**config.mk**
```make
export PLATFORM = sky130hd
export DESIGN_NAME = uart_master
export DESIGN_NICKNAME = d
export VERILOG_FILES = /design/src/hw/uart_pkg.sv /design/src/hw/uart_master.sv /design/src/hw/uart_cmd_ctrl.sv /design/src/hw/uart_rx.sv /design/src/hw/uart_tx.sv
export VERILOG_INCLUDE_DIRS = /design/src /design/src/hw
export SDC_FILE = /design/constraint.sdc
export NUM_CORES = 1
export LEC_CHECK = 0
export BUFFER_PORTS_ARGS = -buffer_cell sky130_fd_sc_hd__buf_2
export CORE_MARGIN = 2
export CORE_UTILIZATION = 50
export DETAILED_ROUTE_END_ITERATION = 12
export GPL_ROUTABILITY_DRIVEN = 0
export PLACE_DENSITY = 0.74
export SYNTH_ARGS = -nofsm -noshare
export SYNTH_HDL_FRONTEND = slang
export SYNTH_SLANG_ARGS = --single-unit
```
**constraint.sdc**
```tcl
create_clock -name clk -period 2.1 [get_ports clk]
set_input_delay 0.42 -clock clk [delete_from_list [all_inputs] [get_ports clk]]
set_output_delay 0.42 -clock clk [all_outputs]
set_load 0.03 [all_outputs]
```
**src/hw/uart_macros.svh**
```systemverilog
`ifndef UART_MACROS_SVH
`define UART_MACROS_SVH

// clock cycles per serial bit
`define UART_CLKS_PER_BIT 16

// rx sample point, counted in cycles into the bit
`define UART_SAMPLE_POINT 8

// idle cycles between address and data byte of a write
`define UART_BYTE_GAP 20

`endif
```
**src/hw/uart_pkg.sv**
```systemverilog
`default_nettype none

`include "uart_macros.svh"

package uart_pkg;

  typedef logic [7:0] uart_byte_t;
  typedef logic [6:0] uart_addr_t;
  typedef logic [$clog2(`UART_CLKS_PER_BIT + 1)-1:0] uart_baud_cnt_t;

  // write flag sits in the top bit
  typedef struct packed {
    logic       write;
    uart_addr_t addr;
    uart_byte_t data;
  } uart_cmd_t;

  typedef struct packed {
    uart_byte_t data;
    logic       parity_err;
  } uart_rsp_t;

  typedef enum logic [2:0] {
    ctrl_idle,
    ctrl_send_addr,
    ctrl_wait_addr,
    ctrl_gap,
    ctrl_send_data,
    ctrl_wait_data,
    ctrl_await_reply,
    ctrl_respond
  } ctrl_state_t;

endpackage

`default_nettype wire

```
**src/hw/uart_master.sv**
```systemverilog
`timescale 1ns/10ps
`default_nettype none

module uart_master (
  input  wire                      clk,
  input  wire                      rst_n,
  input  wire uart_pkg::uart_cmd_t cmd,
  input  wire                      cmd_valid,
  output wire                      cmd_ready,
  output uart_pkg::uart_rsp_t      rsp,
  output wire                      rsp_valid,
  input  wire                      rsp_ready,
  input  wire                      rx,
  output wire                      tx
);
  import uart_pkg::*;

  uart_byte_t tx_byte;
  logic       tx_valid;
  logic       tx_ready;
  uart_byte_t rx_byte;
  logic       rx_parity_err;
  logic       rx_valid;

  uart_cmd_ctrl uart_cmd_ctrl_i (
    .clk           (clk),
    .rst_n         (rst_n),
    .cmd           (cmd),
    .cmd_valid     (cmd_valid),
    .cmd_ready     (cmd_ready),
    .rsp           (rsp),
    .rsp_valid     (rsp_valid),
    .rsp_ready     (rsp_ready),
    .tx_byte       (tx_byte),
    .tx_valid      (tx_valid),
    .tx_ready      (tx_ready),
    .rx_byte       (rx_byte),
    .rx_parity_err (rx_parity_err),
    .rx_valid      (rx_valid)
  );

  uart_tx uart_tx_i (
    .clk      (clk),
    .rst_n    (rst_n),
    .tx_byte  (tx_byte),
    .tx_valid (tx_valid),
    .tx_ready (tx_ready),
    .tx       (tx)
  );

  uart_rx uart_rx_i (
    .clk           (clk),
    .rst_n         (rst_n),
    .rx            (rx),
    .rx_byte       (rx_byte),
    .rx_parity_err (rx_parity_err),
    .rx_valid      (rx_valid)
  );

endmodule

`default_nettype wire

```
**src/hw/uart_cmd_ctrl.sv**
```systemverilog
`timescale 1ns/10ps
`default_nettype none

`include "uart_macros.svh"

module uart_cmd_ctrl (
  input  wire                       clk,
  input  wire                       rst_n,
  input  wire uart_pkg::uart_cmd_t  cmd,
  input  wire                       cmd_valid,
  output logic                      cmd_ready,
  output uart_pkg::uart_rsp_t       rsp,
  output logic                      rsp_valid,
  input  wire                       rsp_ready,
  output uart_pkg::uart_byte_t      tx_byte,
  output logic                      tx_valid,
  input  wire                       tx_ready,
  input  wire uart_pkg::uart_byte_t rx_byte,
  input  wire                       rx_parity_err,
  input  wire                       rx_valid
);
  import uart_pkg::*;

  localparam int gap_w = $clog2(`UART_BYTE_GAP);
  localparam logic [gap_w-1:0] gap_last = gap_w'(`UART_BYTE_GAP - 1);

  ctrl_state_t      state_q;
  ctrl_state_t      state_d;
  uart_cmd_t        cmd_q;
  uart_rsp_t        rsp_q;
  logic [gap_w-1:0] gap_cnt;

  always_comb
  begin
    state_d = state_q;
    case (state_q)
      ctrl_idle:
        if (cmd_valid && cmd_ready)
          state_d = ctrl_send_addr;
      ctrl_send_addr:
        if (tx_ready)
          state_d = ctrl_wait_addr;
      // framer busy until the address frame is out
      ctrl_wait_addr:
        if (tx_ready)
          state_d = cmd_q.write ? ctrl_gap : ctrl_await_reply;
      ctrl_gap:
        if (gap_cnt == gap_last)
          state_d = ctrl_send_data;
      ctrl_send_data:
        if (tx_ready)
          state_d = ctrl_wait_data;
      ctrl_wait_data:
        if (tx_ready)
          state_d = ctrl_idle;
      ctrl_await_reply:
        if (rx_valid)
          state_d = ctrl_respond;
      ctrl_respond:
        if (rsp_ready)
          state_d = ctrl_idle;
      default:
        state_d = ctrl_idle;
    endcase
  end

  // cmd_ready registered so it stays low through reset
  always_ff @(posedge clk or negedge rst_n)
  begin
    if (!rst_n)
    begin
      state_q   <= ctrl_idle;
      cmd_ready <= 1'b0;
      gap_cnt   <= '0;
    end
    else
    begin
      state_q   <= state_d;
      cmd_ready <= (state_d == ctrl_idle);
      if (state_q == ctrl_gap)
        gap_cnt <= gap_cnt + 1'b1;
      else
        gap_cnt <= '0;
    end
  end

  always_ff @(posedge clk)
  begin
    if (cmd_valid && cmd_ready)
      cmd_q <= cmd;
    if (state_q == ctrl_await_reply && rx_valid)
    begin
      rsp_q.data       <= rx_byte;
      rsp_q.parity_err <= rx_parity_err;
    end
  end

  assign tx_valid  = (state_q == ctrl_send_addr) || (state_q == ctrl_send_data);
  assign tx_byte   = (state_q == ctrl_send_data) ? cmd_q.data : {cmd_q.write, cmd_q.addr};
  assign rsp_valid = (state_q == ctrl_respond);
  assign rsp       = rsp_q;

endmodule

`default_nettype wire

```
**src/hw/uart_rx.sv**
```systemverilog
`timescale 1ns/10ps
`default_nettype none

`include "uart_macros.svh"

module uart_rx (
  input  wire                  clk,
  input  wire                  rst_n,
  input  wire                  rx,
  output uart_pkg::uart_byte_t rx_byte,
  output logic                 rx_parity_err,
  output logic                 rx_valid
);
  import uart_pkg::*;

  typedef enum logic {
    rx_idle,
    rx_frame
  } rx_state_t;

  localparam uart_baud_cnt_t last_cnt   = uart_baud_cnt_t'(`UART_CLKS_PER_BIT - 1);
  localparam uart_baud_cnt_t sample_cnt = uart_baud_cnt_t'(`UART_SAMPLE_POINT);

  logic [1:0]     rx_sync;
  logic           rx_prev;
  logic           fall_edge;
  logic           sample_now;
  rx_state_t      state_q;
  uart_baud_cnt_t baud_cnt;
  logic [3:0]     bit_idx;
  uart_byte_t     shift_q;

  assign fall_edge  = rx_prev & ~rx_sync[1];
  assign sample_now = (state_q == rx_frame) && (baud_cnt == sample_cnt);
  assign rx_byte    = shift_q;

  // two-flop synchronizer plus edge history, line idles high
  always_ff @(posedge clk or negedge rst_n)
  begin
    if (!rst_n)
    begin
      rx_sync <= 2'b11;
      rx_prev <= 1'b1;
    end
    else
    begin
      rx_sync <= {rx_sync[0], rx};
      rx_prev <= rx_sync[1];
    end
  end

  always_ff @(posedge clk or negedge rst_n)
  begin
    if (!rst_n)
    begin
      state_q  <= rx_idle;
      baud_cnt <= '0;
      bit_idx  <= '0;
      rx_valid <= 1'b0;
    end
    else
    begin
      rx_valid <= 1'b0;
      if (state_q == rx_idle)
      begin
        // edge cycle counts as cycle 0 of the start bit
        if (fall_edge)
        begin
          state_q  <= rx_frame;
          baud_cnt <= uart_baud_cnt_t'(1);
          bit_idx  <= '0;
        end
      end
      else
      begin
        if (baud_cnt == last_cnt)
        begin
          baud_cnt <= '0;
          bit_idx  <= bit_idx + 4'd1;
        end
        else
        begin
          baud_cnt <= baud_cnt + 1'b1;
        end
        // glitch, start bit gone by mid-bit
        if (sample_now && bit_idx == 4'd0 && rx_sync[1])
          state_q <= rx_idle;
        // middle of stop bit
        if (sample_now && bit_idx == 4'd10)
        begin
          state_q  <= rx_idle;
          rx_valid <= 1'b1;
        end
      end
    end
  end

  always_ff @(posedge clk)
  begin
    if (sample_now && bit_idx >= 4'd1 && bit_idx <= 4'd8)
      shift_q <= {rx_sync[1], shift_q[7:1]};
    else if (sample_now && bit_idx == 4'd9)
      rx_parity_err <= ~^{shift_q, rx_sync[1]};
  end

endmodule

`default_nettype wire

```
**src/hw/uart_tx.sv**
```systemverilog
`timescale 1ns/10ps
`default_nettype none

`include "uart_macros.svh"

module uart_tx (
  input  wire                       clk,
  input  wire                       rst_n,
  input  wire uart_pkg::uart_byte_t tx_byte,
  input  wire                       tx_valid,
  output logic                      tx_ready,
  output logic                      tx
);
  import uart_pkg::*;

  typedef enum logic {
    tx_idle,
    tx_send
  } tx_state_t;

  localparam uart_baud_cnt_t last_cnt = uart_baud_cnt_t'(`UART_CLKS_PER_BIT - 1);

  tx_state_t      state_q;
  uart_baud_cnt_t baud_cnt;
  logic [3:0]     bit_idx;
  uart_byte_t     shift_q;
  logic           parity_q;
  logic           bit_done;

  assign tx_ready = (state_q == tx_idle);
  assign bit_done = (baud_cnt == last_cnt);

  // bit index 0 start, 1..8 data, 9 parity, 10 stop
  always_ff @(posedge clk or negedge rst_n)
  begin
    if (!rst_n)
    begin
      state_q  <= tx_idle;
      baud_cnt <= '0;
      bit_idx  <= '0;
      tx       <= 1'b1;
    end
    else if (state_q == tx_idle)
    begin
      if (tx_valid)
      begin
        state_q  <= tx_send;
        baud_cnt <= '0;
        bit_idx  <= '0;
        tx       <= 1'b0;
      end
    end
    else if (bit_done)
    begin
      baud_cnt <= '0;
      bit_idx  <= bit_idx + 4'd1;
      case (bit_idx)
        4'd8:    tx <= parity_q;
        4'd9:    tx <= 1'b1;
        4'd10:   state_q <= tx_idle;
        default: tx <= shift_q[0];
      endcase
    end
    else
    begin
      baud_cnt <= baud_cnt + 1'b1;
    end
  end

  // lsb goes out first, odd parity over the byte
  always_ff @(posedge clk)
  begin
    if (tx_ready && tx_valid)
    begin
      shift_q  <= tx_byte;
      parity_q <= ~^tx_byte;
    end
    else if (state_q == tx_send && bit_done && bit_idx < 4'd8)
    begin
      shift_q <= shift_q >> 1;
    end
  end

endmodule

`default_nettype wire

```
# == Word-level counts from Yosys, hierarchy flattened ==
# Cells that the tools add are included.
# word_totals
register_bits,77
input_bits,21
wordCells,118
# classes
add_sub_neg,5
order_cmp,3
eq_ne,19
mux,40
bitwise_logic,4
n_reduce_logical,25
# op_table
cell,n
5-bit 2-to-1 mux,7
3-bit 2-to-1 mux,9
4-bit 2-to-1 mux,6
8-bit 2-to-1 mux,3
3-bit one-hot mux with 8 select lines,1
4-bit equality test (second input constant),5
5-bit by 1-bit adder with 5-bit output (second input constant),3
5-bit by 4-bit equality test with 1-bit output (second input constant),3
1-bit 2-to-1 mux,13
3-bit equality test (second input constant),4
1-bit logical AND,12
9-bit XNOR reduction,1
4-bit by 1-bit adder with 4-bit output (second input constant),2
8-bit XNOR reduction,1
3-bit by 2-bit equality test with 1-bit output (second input constant),2
3-bit logical NOT,2
2-bit != test (second input constant),3
2-bit AND reduction,3
2-bit nonzero test,3
5-bit equality test (second input constant),1
4-bit by 1-bit >= comparator with 1-bit output (second input constant),1
4-bit <= comparator (second input constant),1
4-bit logical NOT,1
4-bit < comparator (second input constant),1
other kinds (6),8

# == Logic depth before layout (Yosys ltp) ==
# Gate-level depths: netlist (run 1).
# depth
ltp_word,7
mapped_depth,6
depth_no_buf,6

# == By module ==
# From an unflattened synthesis (run 1), not the netlist that was laid out.
# hier_totals
hier_cells,277
hier_area_um2,3543.4
# by_module_without_submodules
mod,n_inst,cells_per_inst,area_per_inst_um2,seq_area_each_um2
uart_cmd_ctrl,1,86,1357.6,975.9
uart_rx,1,91,1109.8,624.3
uart_tx,1,100,1076.0,546.8

# == Worst setup path before layout (run 1) ==
# Ideal clock, no wire load.
# synth_timing
kind,register to register
start,register uart_tx_i.baud_cnt[0]
end,"register uart_tx_i.shift_q[0], enable pin"
arrival_time_ps,1552
required_ps,1725
path_slack_ps,173
stages_incl_launch_ff,6
period_less_slack_ps,1927
cell_sequence,dfrtp_1 -> ha_1 -> nand3_1 -> o21a_1 -> or2_1 -> a21oi_1
# synth_via
elab_chain_len,4
# synth_rtl
item,line,text
start: declaration,uart_tx.sv:24,uart_baud_cnt_t baud_cnt;
start signal: assignment,uart_tx.sv:66,baud_cnt <= baud_cnt + 1'b1;
5-bit by 4-bit equality test with 1-bit output,uart_tx.sv:31,assign bit_done = (baud_cnt == last_cnt);
1-bit logical AND (2 in series),uart_tx.sv:78,else if (state_q == tx_send && bit_done && bit_idx < 4'd8)
2-bit nonzero test (no line),--,
end signal: assignment,uart_tx.sv:75,shift_q <= tx_byte;
end signal: assignment,uart_tx.sv:80,shift_q <= shift_q >> 1;
end: declaration,uart_tx.sv:26,uart_byte_t shift_q;
# No other way between the ends.
# A chain may end at the register's enable or synchronous reset.

# == Worst setup path in the final report (run 1) ==
# layout_timing
start,register uart_cmd_ctrl_i.state_q[2]
end,output rsp_valid
# layout_via
elab_chain_len,1
# layout_rtl
item,line,text
start: declaration,uart_cmd_ctrl.sv:27,ctrl_state_t state_q;
start signal: assignment,uart_cmd_ctrl.sv:72,state_q <= ctrl_idle;
start signal: assignment,uart_cmd_ctrl.sv:78,state_q <= state_d;
3-bit equality test,uart_cmd_ctrl.sv:100,assign rsp_valid = (state_q == ctrl_respond);
end: declaration,uart_master.sv:11,"output wire rsp_valid,"
# No other way between the ends.

==> results of run 1 <==
## metrics by stage
stage / power [W] / std cells / hold WS [ps] / util (%) / cell area (um^2)
after detailed placement: 0.00213 / 385 / 349 / 55.5 / 3750
after floorplan: 0.00201 / 272 / 124 / - / 3480
after CTS: 0.00346 / 401 / 147 / 59.1 / 3990
after global placement: 0.00211 / 385 / 347 / 55.5 / 3750
final: 0.00343 / 401 / 135 / 59.1 / 3990
after global routing: 0.00358 / 401 / 142 / 59.1 / 3990
## kinds of logic after synthesis
logic type	Yosys count	synth area share [%]
AOI/OAI and AO/OA	43	8.23
muxes	12	3.56
and+or+nand+nor	72	10.6
DFF	77	61.7
xor gates and xnor gates	32	8.27
adders and majority gates	12	4.31
buffers and inverters	24	3.34
## sequential cells by signal, summed over array words and instances, names as in the netlist, 2 cells and up
name / flops
uart_tx_i.bit_idx: 4
uart_cmd_ctrl_i.gap_cnt: 5
uart_tx_i.baud_cnt: 5
uart_rx_i.rx_sync: 2
uart_rx_i.rx_byte: 8
uart_tx_i.shift_q: 8
uart_cmd_ctrl_i.state_q: 3
uart_rx_i.bit_idx: 4
uart_cmd_ctrl_i.cmd_q: 16
uart_rx_i.baud_cnt: 5
uart_cmd_ctrl_i.rsp: 9
## layer usage
layer	part of all wire, %	wire length, um
met2	51	2890
met5	0	0
met3	3.4	191
met4	1.5	83
met1	45	2540
## final timing paths
| path | startpoint | end | slack, ps | cells past startpoint |
|---|---|---|---|---|
| max | uart_cmd_ctrl_i.state_q[2] | rsp_valid | 180 | 3 |
| max reg2reg | uart_rx_i.baud_cnt[0] | uart_rx_i.rx_byte[0] | 300 | 7 |
| min | rst_n | uart_tx_i.baud_cnt[3] | 130 | 1 |
| max in group asynchronous | rst_n | uart_rx_i.state_q | 1490 | 1 |
| min reg2reg | uart_rx_i.rx_sync[0] | uart_rx_i.rx_sync[1] | 360 | 0 |
| min in group clk | rx | uart_rx_i.rx_sync[0] | 170 | 1 |
## synthesized netlist by cell type (2+ instances only)
cell type	count
dfrtp_1	30
o31ai_1	4
or3b_1	2
nor2_1	17
buf_4	3
a211oi_1	3
buf_6	2
nand2_1	16
inv_1	17
nand4_1	2
ha_1	12
a21oi_1	4
and2_1	3
edfxtp_1	43
a31oi_1	2
and3b_1	2
nand3_1	12
o21ai_0	15
a22o_1	5
nor3_1	6
mux2i_1	9
dfstp_2	4
nor3b_1	2
xnor2_1	24
nand2b_1	2
xor2_1	7
mux2_2	3
## cell type report
| cell class | count | area share (%) |
|---|---|---|
| clock buffers | 9 | 3.10 |
| multi-input cells | 171 | 30.5 |
| repair buffers | 40 | 5.52 |
| flip-flops and latches | 77 | 53.8 |
| inverters | 17 | 1.60 |
| well taps | 80 | 2.51 |
| clock inverters | 7 | 3.01 |
## power by group through the flow
stage	sequential, W	combinational [W]	clock (W)
floorplan	0.00177	0.000240	0
global placement	0.00179	0.000318	0
detailed placement	0.00179	0.000335	0
CTS	0.00176	0.000335	0.00137
global route	0.00177	0.000387	0.00142
finish	0.00176	0.000328	0.00134
==> flow_summary.ini, run 1 <==
[detailed_routing]
vias = 2129
drc = 0
drt-initial-drc-count = 125
totalWireLength_um = 5700
vias_per_cell = 5.31
ant_nets = 0
firstDrtPassIters = 4
avgRoutedWirePerCell_um = 14.2

[power]
internal_power_w = 0.00262
powerDensity_nw_per_um2 = 858
p_sw_w = 0.000803
combPwrFrac_pct = 9.6
seqPwrFrac_pct = 51.4
clkPwrFrac_pct = 39.0
ir_drop_mv = 0.612
leakage_nw = 1.64
switching_share_pct = 23.4

[setup_path]
critical_path_required_ps = 1680
path_class = reg2out
path_cells = inv_1 -> nor3_1 -> buf_2
path_delay_family = flip-flops
cp_max_fo = 10
critPathMaxStageDelay_ps = 540
critical_path_arrival_ps = 1500
cp-start-kind = flip-flop
crit_slowest_cell = dfrtp_1
endpoint_kind = primary output
crit_buf_inv = 2

[place]
numPortBuffers = 32
place_hpwl_um = 4170
dp_slack_ps = 325

[synthesis]
syn-cell-area_um2 = 3480
syn-mean-instance-area_um2 = 12.8
yosysTopAreaCell = edfxtp_1
async_flop_share_pct = 44.2
synth_edf_count = 43
syn_nets = 305
ys.flop_type = edfxtp_1
synthDistinctLibCells = 48
syn_inst = 272
yosys_register_bits = 77
synth.area.top_cells = edfxtp_1 37%, dfrtp_1 22%, xnor2_1 6.0%, ha_1 4.3%, dfstp_2 3.0%
ys_warn_count = 0
synth_seq_area_share_pct = 61.7
synth.top_cell.area_share_pct = 37.1

[min_path]
hold_path_class = in2async

[cells_and_area]
drive_gt1_share_pct = 21.2
final_net_count = 349
multi_input_area_um2 = 1220
final_common_cell = edfxtp_1
final_cell_mix = 43 x edfxtp_1, 32 x buf_2, 30 x dfrtp_1
seq_area_um2 = 2150
antenna_cells = 0
syn2layout_area_growth_pct = 14.7
fill_cells = 541

[sta]
hold_violations = 0
max_slew_margin_pct = 50.4
rsz0062_at_grt = no
setup_violations = 0
layout_setup_ws_ps = 183
timing.setup.tns_ps = 0
report.final.slew_viol_count = 0
post-route-min-period_ps = 1920
finClkSkew_ps = 6.99
max_slew.worst_pin.slew_ps = 743
clock.fmax_mhz = 522
min_period_over_period_pct = 91.3

[die]
die_w_um = 87.4
num_rows = 30
core_area_um2 = 6760
start_util_pct = 51.5
die_y_um = 87.4
die-area_um2 = 7640
ios = 33

[global_routing]
track_usage_pct = 16.4
grt_use_met1_pct = 21.0
grtUsageMet3_pct = 5.59
grt_max_degree = 35
antenna_found_initial = 0
grt_pass1_wl_um = 9580
gr-usage-met2_pct = 25.8
top_usage_layer = met2
grt_pass1_vias = 2070
grt.overflow.total = 0

[clock_network]
cts_resized = 0
postCtsHoldBufs = 0
cts_buffer_depth = 2
cts-root-buf = clkbuf_8
clock_latency_ps = 340
cts_tree = built
cts_sinks = 77
postCtsSetupRepairBufs = 0
cts_made_buffers = 9
clkTransAtPathRegs_ps = 80
cts-htree-levels = 3

[run_status]
outcome = finished, final reports clean

[run]
maxCapViolCount = 0
Power figures use the tool's default switching activity.
==> inputs of run 2 (changes only) <==
--- a/config.mk
+++ b/config.mk
@@ -6,6 +6,7 @@
 export SDC_FILE = /design/constraint.sdc
 export NUM_CORES = 1
 export LEC_CHECK = 0
+export ABC_AREA = 1
 export BUFFER_PORTS_ARGS = -buffer_cell sky130_fd_sc_hd__buf_2
 export CORE_MARGIN = 2
 export CORE_UTILIZATION = 50
==> flow_summary.ini, run 2 <==
[sta]
timing.setup.tns_ps = 0
setup_violations = 0
max_slew.worst_pin.slew_ps = 734
finClkSkew_ps = 10.5
report.final.slew_viol_count = 0
hold_violations = 0
clock.fmax_mhz = 541
min_period_over_period_pct = 88.1
rsz0062_at_grt = no
post-route-min-period_ps = 1850
layout_setup_ws_ps = 251
max_slew_margin_pct = 51.1

[clock_network]
cts-htree-levels = 3
cts_made_buffers = 9
cts_buffer_depth = 2
clock_latency_ps = 340
postCtsSetupRepairBufs = 0
clkTransAtPathRegs_ps = 80
cts_tree = built
cts-root-buf = clkbuf_8
cts_sinks = 77

[setup_path]
critical_path_required_ps = 2150
ff2ff_path_depth = 8
rr_endpoint = uart_tx_i.shift_q[6]
critical_path_arrival_ps = 1900
worst-r2r-setup-slack_ps = 250
endpoint_kind = flip-flop
path_class = reg2reg
cp_max_fo = 8
cp-start-kind = flip-flop
reg2reg_from = uart_tx_i.baud_cnt[0]

[cells_and_area]
seq_area_um2 = 2150
antenna_cells = 0
largest_register = uart_cmd_ctrl_i.cmd_q
drive_gt1_share_pct = 14.9
multi_input_area_um2 = 1300
largest_reg_flops = 16
final_common_cell = nand2_1
syn2layout_area_growth_pct = 12.6
final_cell_mix = 98 x nand2_1, 48 x inv_1, 43 x edfxtp_1
final_net_count = 457
fill_cells = 619

[synthesis]
syn_nets = 416
synth_edf_count = 43
synth_seq_area_share_pct = 58.3
yosysTopAreaCell = edfxtp_1
async_flop_share_pct = 44.2
synthDistinctLibCells = 30
ys.flop_type = edfxtp_1
synth_common_cells = 98 x nand2_1, 48 x inv_1, 43 x edfxtp_1
syn_inst = 383
syn-mean-instance-area_um2 = 9.62
yosys_register_bits = 77
synth.area.top_cells = edfxtp_1 35%, dfrtp_1 20%, nand2_1 10%, nand3_1 5.2%, inv_1 4.9%
synth.top_cell.area_share_pct = 35.1
yosysMostFrequentCell = nand2_1
syn-cell-area_um2 = 3680
ys_warn_count = 0

[power]
leakage_nw = 1.98
p_sw_w = 0.00166
internal_power_w = 0.00295
ir_drop_mv = 0.768
combPwrFrac_pct = 30.3
powerDensity_nw_per_um2 = 1110
switching_share_pct = 36.0
seqPwrFrac_pct = 46.6
clkPwrFrac_pct = 23.1

[global_routing]
grt.overflow.total = 0
grt_pass1_wl_um = 10900
grt_max_degree = 35
antenna_found_initial = 0
track_usage_pct = 16.8
grt_pass1_vias = 2557

[die]
die_y_um = 89.8
core_area_um2 = 7180
die-area_um2 = 8070
start_util_pct = 51.3
ios = 33
die_w_um = 89.8
num_rows = 31

[detailed_routing]
avgRoutedWirePerCell_um = 12.1
vias = 2636
firstDrtPassIters = 5
drt-initial-drc-count = 199
vias_per_cell = 4.99
ant_nets = 0
totalWireLength_um = 6380
drc = 0

[place]
dp_slack_ps = 287
numPortBuffers = 32
place_hpwl_um = 4650

[run_status]
outcome = finished, final reports clean

[run]
maxCapViolCount = 0

[min_path]
hold_path_class = in2async
[run 2: cell count changes in the layout (fill, tap and decap cells not counted), sizes merged, moves of 4 or more]
| cell | before | now |
|---|---|---|
| nand2 | 16 | 100 |
| inv | 19 | 50 |
| nand3 | 12 | 38 |
| xnor2 | 24 | 7 |
| nor2 | 17 | 28 |
| mux2i | 9 | 0 |
| nand3b | 1 | 10 |
| a22o | 5 | 0 |
| a21oi | 5 | 9 |
| o31ai | 4 | 0 |
[run 2: layout make-up]
| class | count | area share [%] |
|---|---|---|
| multi-input cells | 249 | 31.3 |
| well taps | 99 | 2.99 |
| repair buffers | 38 | 4.95 |
| clock inverters | 7 | 1.57 |
| flip-flops and latches | 77 | 51.8 |
| inverters | 49 | 4.43 |
| clock buffers | 9 | 2.99 |
[run 2: layer usage]
metal	GRT usage [%]	up-vias	share of wire [%]
met5	0	-	0
met4	8.85	0	1.7
met3	3.02	10	3.4
met2	27.5	52	48
met1	21.6	1232	47
li1	-	1342	-
[run 2: how the worst max path moves through the flow]
stage / slack [ps] / cells after the start / to / from
3_3_place_gp: 350 / 8 / uart_tx_i.shift_q[2] / uart_tx_i.baud_cnt[0]
3_5_place_dp: 290 / 8 / uart_tx_i.shift_q[0] / uart_tx_i.baud_cnt[0]
4_1_cts: 250 / 8 / uart_tx_i.shift_q[6] / uart_tx_i.baud_cnt[0]
6_report: 250 / 8 / uart_tx_i.shift_q[6] / uart_tx_i.baud_cnt[0]
2_1_floorplan: 30 / 7 / uart_tx_i.shift_q[0] / uart_tx_i.baud_cnt[0]
5_1_grt: 50 / 8 / uart_tx_i.shift_q[2] / uart_tx_i.baud_cnt[0]
[run 2: metrics by stage]
step	cell area (um^2)	total power [W]	cells	util [%]	hold slack [ps]
3_5_place_dp	3960	0.00357	512	55.1	353
4_1_cts	4150	0.00465	528	57.8	146
2_1_floorplan	3680	0.00322	383	-	124
3_3_place_gp	3960	0.00349	512	55.1	353
6_report	4150	0.00461	528	57.8	128
5_1_grt	4150	0.00495	528	57.8	155
[run 2: logic make-up after synthesis]
| family | Yosys count | synth area share (%) |
|---|---|---|
| simple gates | 188 | 22.7 |
| xor+xnor | 14 | 3.33 |
| buf+inv | 57 | 6.52 |
| flops | 77 | 58.3 |
| compound gates | 35 | 5.13 |
| fa+ha+maj | 12 | 4.08 |
[run 2: power groups by stage]
stage | clock [W] | sequential [W] | combinational (W)
after floorplan | 0 | 0.00213 | 0.00109
after global placement | 0 | 0.00216 | 0.00133
after detailed placement | 0 | 0.00217 | 0.00139
after CTS | 0.00110 | 0.00214 | 0.00141
after global routing | 0.00116 | 0.00218 | 0.00161
final | 0.00107 | 0.00215 | 0.00140
[run 2: what timing repair did]
item | CTS | global route
hold buffers | 0 | 0
resized for setup | 0 | 1
endpoints found under the setup margin | 0 | 8
[run 2: worst max-delay path, stage by stage, from the launching register on]
cell and delay [ps]:
dfrtp_1 390, ha_1 180, nand2_1 90, nor2_2 140
nand2_1 120, nor2_1 180, inv_1 100, o21ai_0 160
buf_4 200
==> inputs of run 3 (changes only) <==
--- a/config.mk
+++ b/config.mk
@@ -7,12 +7,13 @@
 export NUM_CORES = 1
 export LEC_CHECK = 0
 export ABC_AREA = 1
+export ABC_CLOCK_PERIOD_IN_PS = 2100
 export BUFFER_PORTS_ARGS = -buffer_cell sky130_fd_sc_hd__buf_2
 export CORE_MARGIN = 2
 export CORE_UTILIZATION = 50
 export DETAILED_ROUTE_END_ITERATION = 12
 export GPL_ROUTABILITY_DRIVEN = 0
-export PLACE_DENSITY = 0.74
+export PLACE_DENSITY = 0.83
 export SYNTH_ARGS = -nofsm -noshare
 export SYNTH_HDL_FRONTEND = slang
 export SYNTH_SLANG_ARGS = --single-unit
==> flow_summary.ini, run 3 (synthesis results as in run 2) <==
[sta]
max_slew_margin_pct = 51.3
rsz0062_at_grt = no
setup_violations = 0
max_slew.worst_pin.slew_ps = 731
timing.setup.tns_ps = 0
post-route-min-period_ps = 1860
hold_ws_ps = 104
hold_violations = 0
clock.fmax_mhz = 537
min_period_over_period_pct = 88.6
report.final.slew_viol_count = 0
finClkSkew_ps = 7.77

[detailed_routing]
vias = 2620
vias_per_cell = 4.96
drc = 0
firstDrtPassIters = 4
ant_nets = 0
totalWireLength_um = 6450
drt-initial-drc-count = 146
avgRoutedWirePerCell_um = 12.2

[power]
leakage_nw = 1.99
finalPower_w = 0.00481
ir_drop_mv = 0.553
powerDensity_nw_per_um2 = 1150

[cells_and_area]
final_cells = 528
syn2layout_area_growth_pct = 13.6
largest_register = uart_cmd_ctrl_i.cmd_q
antenna_cells = 0
largest_reg_flops = 16
final_cell_mix = 98 x nand2_1, 48 x inv_1, 43 x edfxtp_1
drive_gt1_share_pct = 15.2
final_common_cell = nand2_1
final_net_count = 457
fin_util_pct = 58.3

[place]
numPortBuffers = 32
dp_cells = 512
place_hpwl_um = 4700

[clock_network]
cts_sinks = 77
postCtsHoldBufs = 0
clock_latency_ps = 360
cts_buffer_depth = 2
cts_made_buffers = 9
cts-root-buf = clkbuf_8
cts-htree-levels = 3
cts_tree = built
clkTransAtPathRegs_ps = 90

[setup_path]
critical_path_required_ps = 2170
cp_max_fo = 8
critical_path_arrival_ps = 1940
path_class = reg2reg
cp-start-kind = flip-flop
endpoint_kind = flip-flop
reg2reg_from = uart_tx_i.baud_cnt[0]
ff2ff_path_depth = 8
rr_endpoint = uart_tx_i.shift_q[3]
worst-r2r-setup-slack_ps = 240

[die]
start_util_pct = 51.3
core_area_um2 = 7180
ios = 33
num_rows = 31
die-area_um2 = 8070
die_w_um = 89.8
die_y_um = 89.8

[run_status]
outcome = finished, final reports clean

[run]
maxCapViolCount = 0

[global_routing]
grt.overflow.total = 0
grt_pass1_vias = 2533
grt_pass1_wl_um = 11300
track_usage_pct = 17.6
antenna_found_initial = 0
grt_max_degree = 35

[min_path]
hold_path_class = in2async
## run 3: through the flow
stage / setup WS (ps) / instance area, um^2
final: 239 / 4190
after global routing: 18.0 / 4190
after CTS: 124 / 4180
after detailed placement: 264 / 3960
after global placement: 334 / 3960
after floorplan: 30.3 / 3680
## run 3: power by group
group,leakage [nW],total [W],internal (W),switching (W)
sequential,0.818,0.00217,0.00191,0.000256
clock,0.115,0.00127,0.000687,0.000583
combinational,1.06,0.00137,0.000495,0.000875
## run 3: what timing repair did
item / CTS / global route
resized for setup: 0 / 1
endpoints found under the setup margin: 0 / 1
buffers inserted: 0 / 0
## run 3: critical path, stage by stage (launching register included)
cell and delay [ps]:
dfrtp_1 390, ha_1 180, nand2_1 70, nor2_1 180, nand2_1 120, nor2_1 180
inv_1 100, o21ai_0 160, buf_4 190
## run 3: layer usage
metal / GRT usage, % / vias up / wire length [um] / part of all wire, %
met5: 0 / - / 0 / 0
met4: 8.21 / 0 / 99 / 1.5
met3: 3.77 / 8 / 287 / 4.5
met2: 28.1 / 60 / 3140 / 49
met1: 23.2 / 1211 / 2920 / 45
li1: - / 1341 / - / -
## run 3: how the worst max path moves through the flow
stage / start / endpoint / slack (ps) / cells after the start
after CTS: uart_cmd_ctrl_i.state_q[2] / rsp_valid / 120 / 3
after global routing: uart_tx_i.baud_cnt[0] / uart_tx_i.shift_q[3] / 20 / 8
after floorplan: uart_tx_i.baud_cnt[0] / uart_tx_i.shift_q[0] / 30 / 7
after global placement: uart_tx_i.baud_cnt[0] / uart_tx_i.shift_q[1] / 330 / 8
final: uart_tx_i.baud_cnt[0] / uart_tx_i.shift_q[3] / 240 / 8
after detailed placement: uart_tx_i.baud_cnt[0] / uart_tx_i.shift_q[3] / 260 / 8
## run 3: final cells by class
class,count,area (um^2)
fillers,583,2990
clock inverters,7,104
multi-input cells,249,1300
inverters,49,184
flip-flops and latches,77,2150
well taps,99,124
repair buffers,38,205
clock buffers,9,124
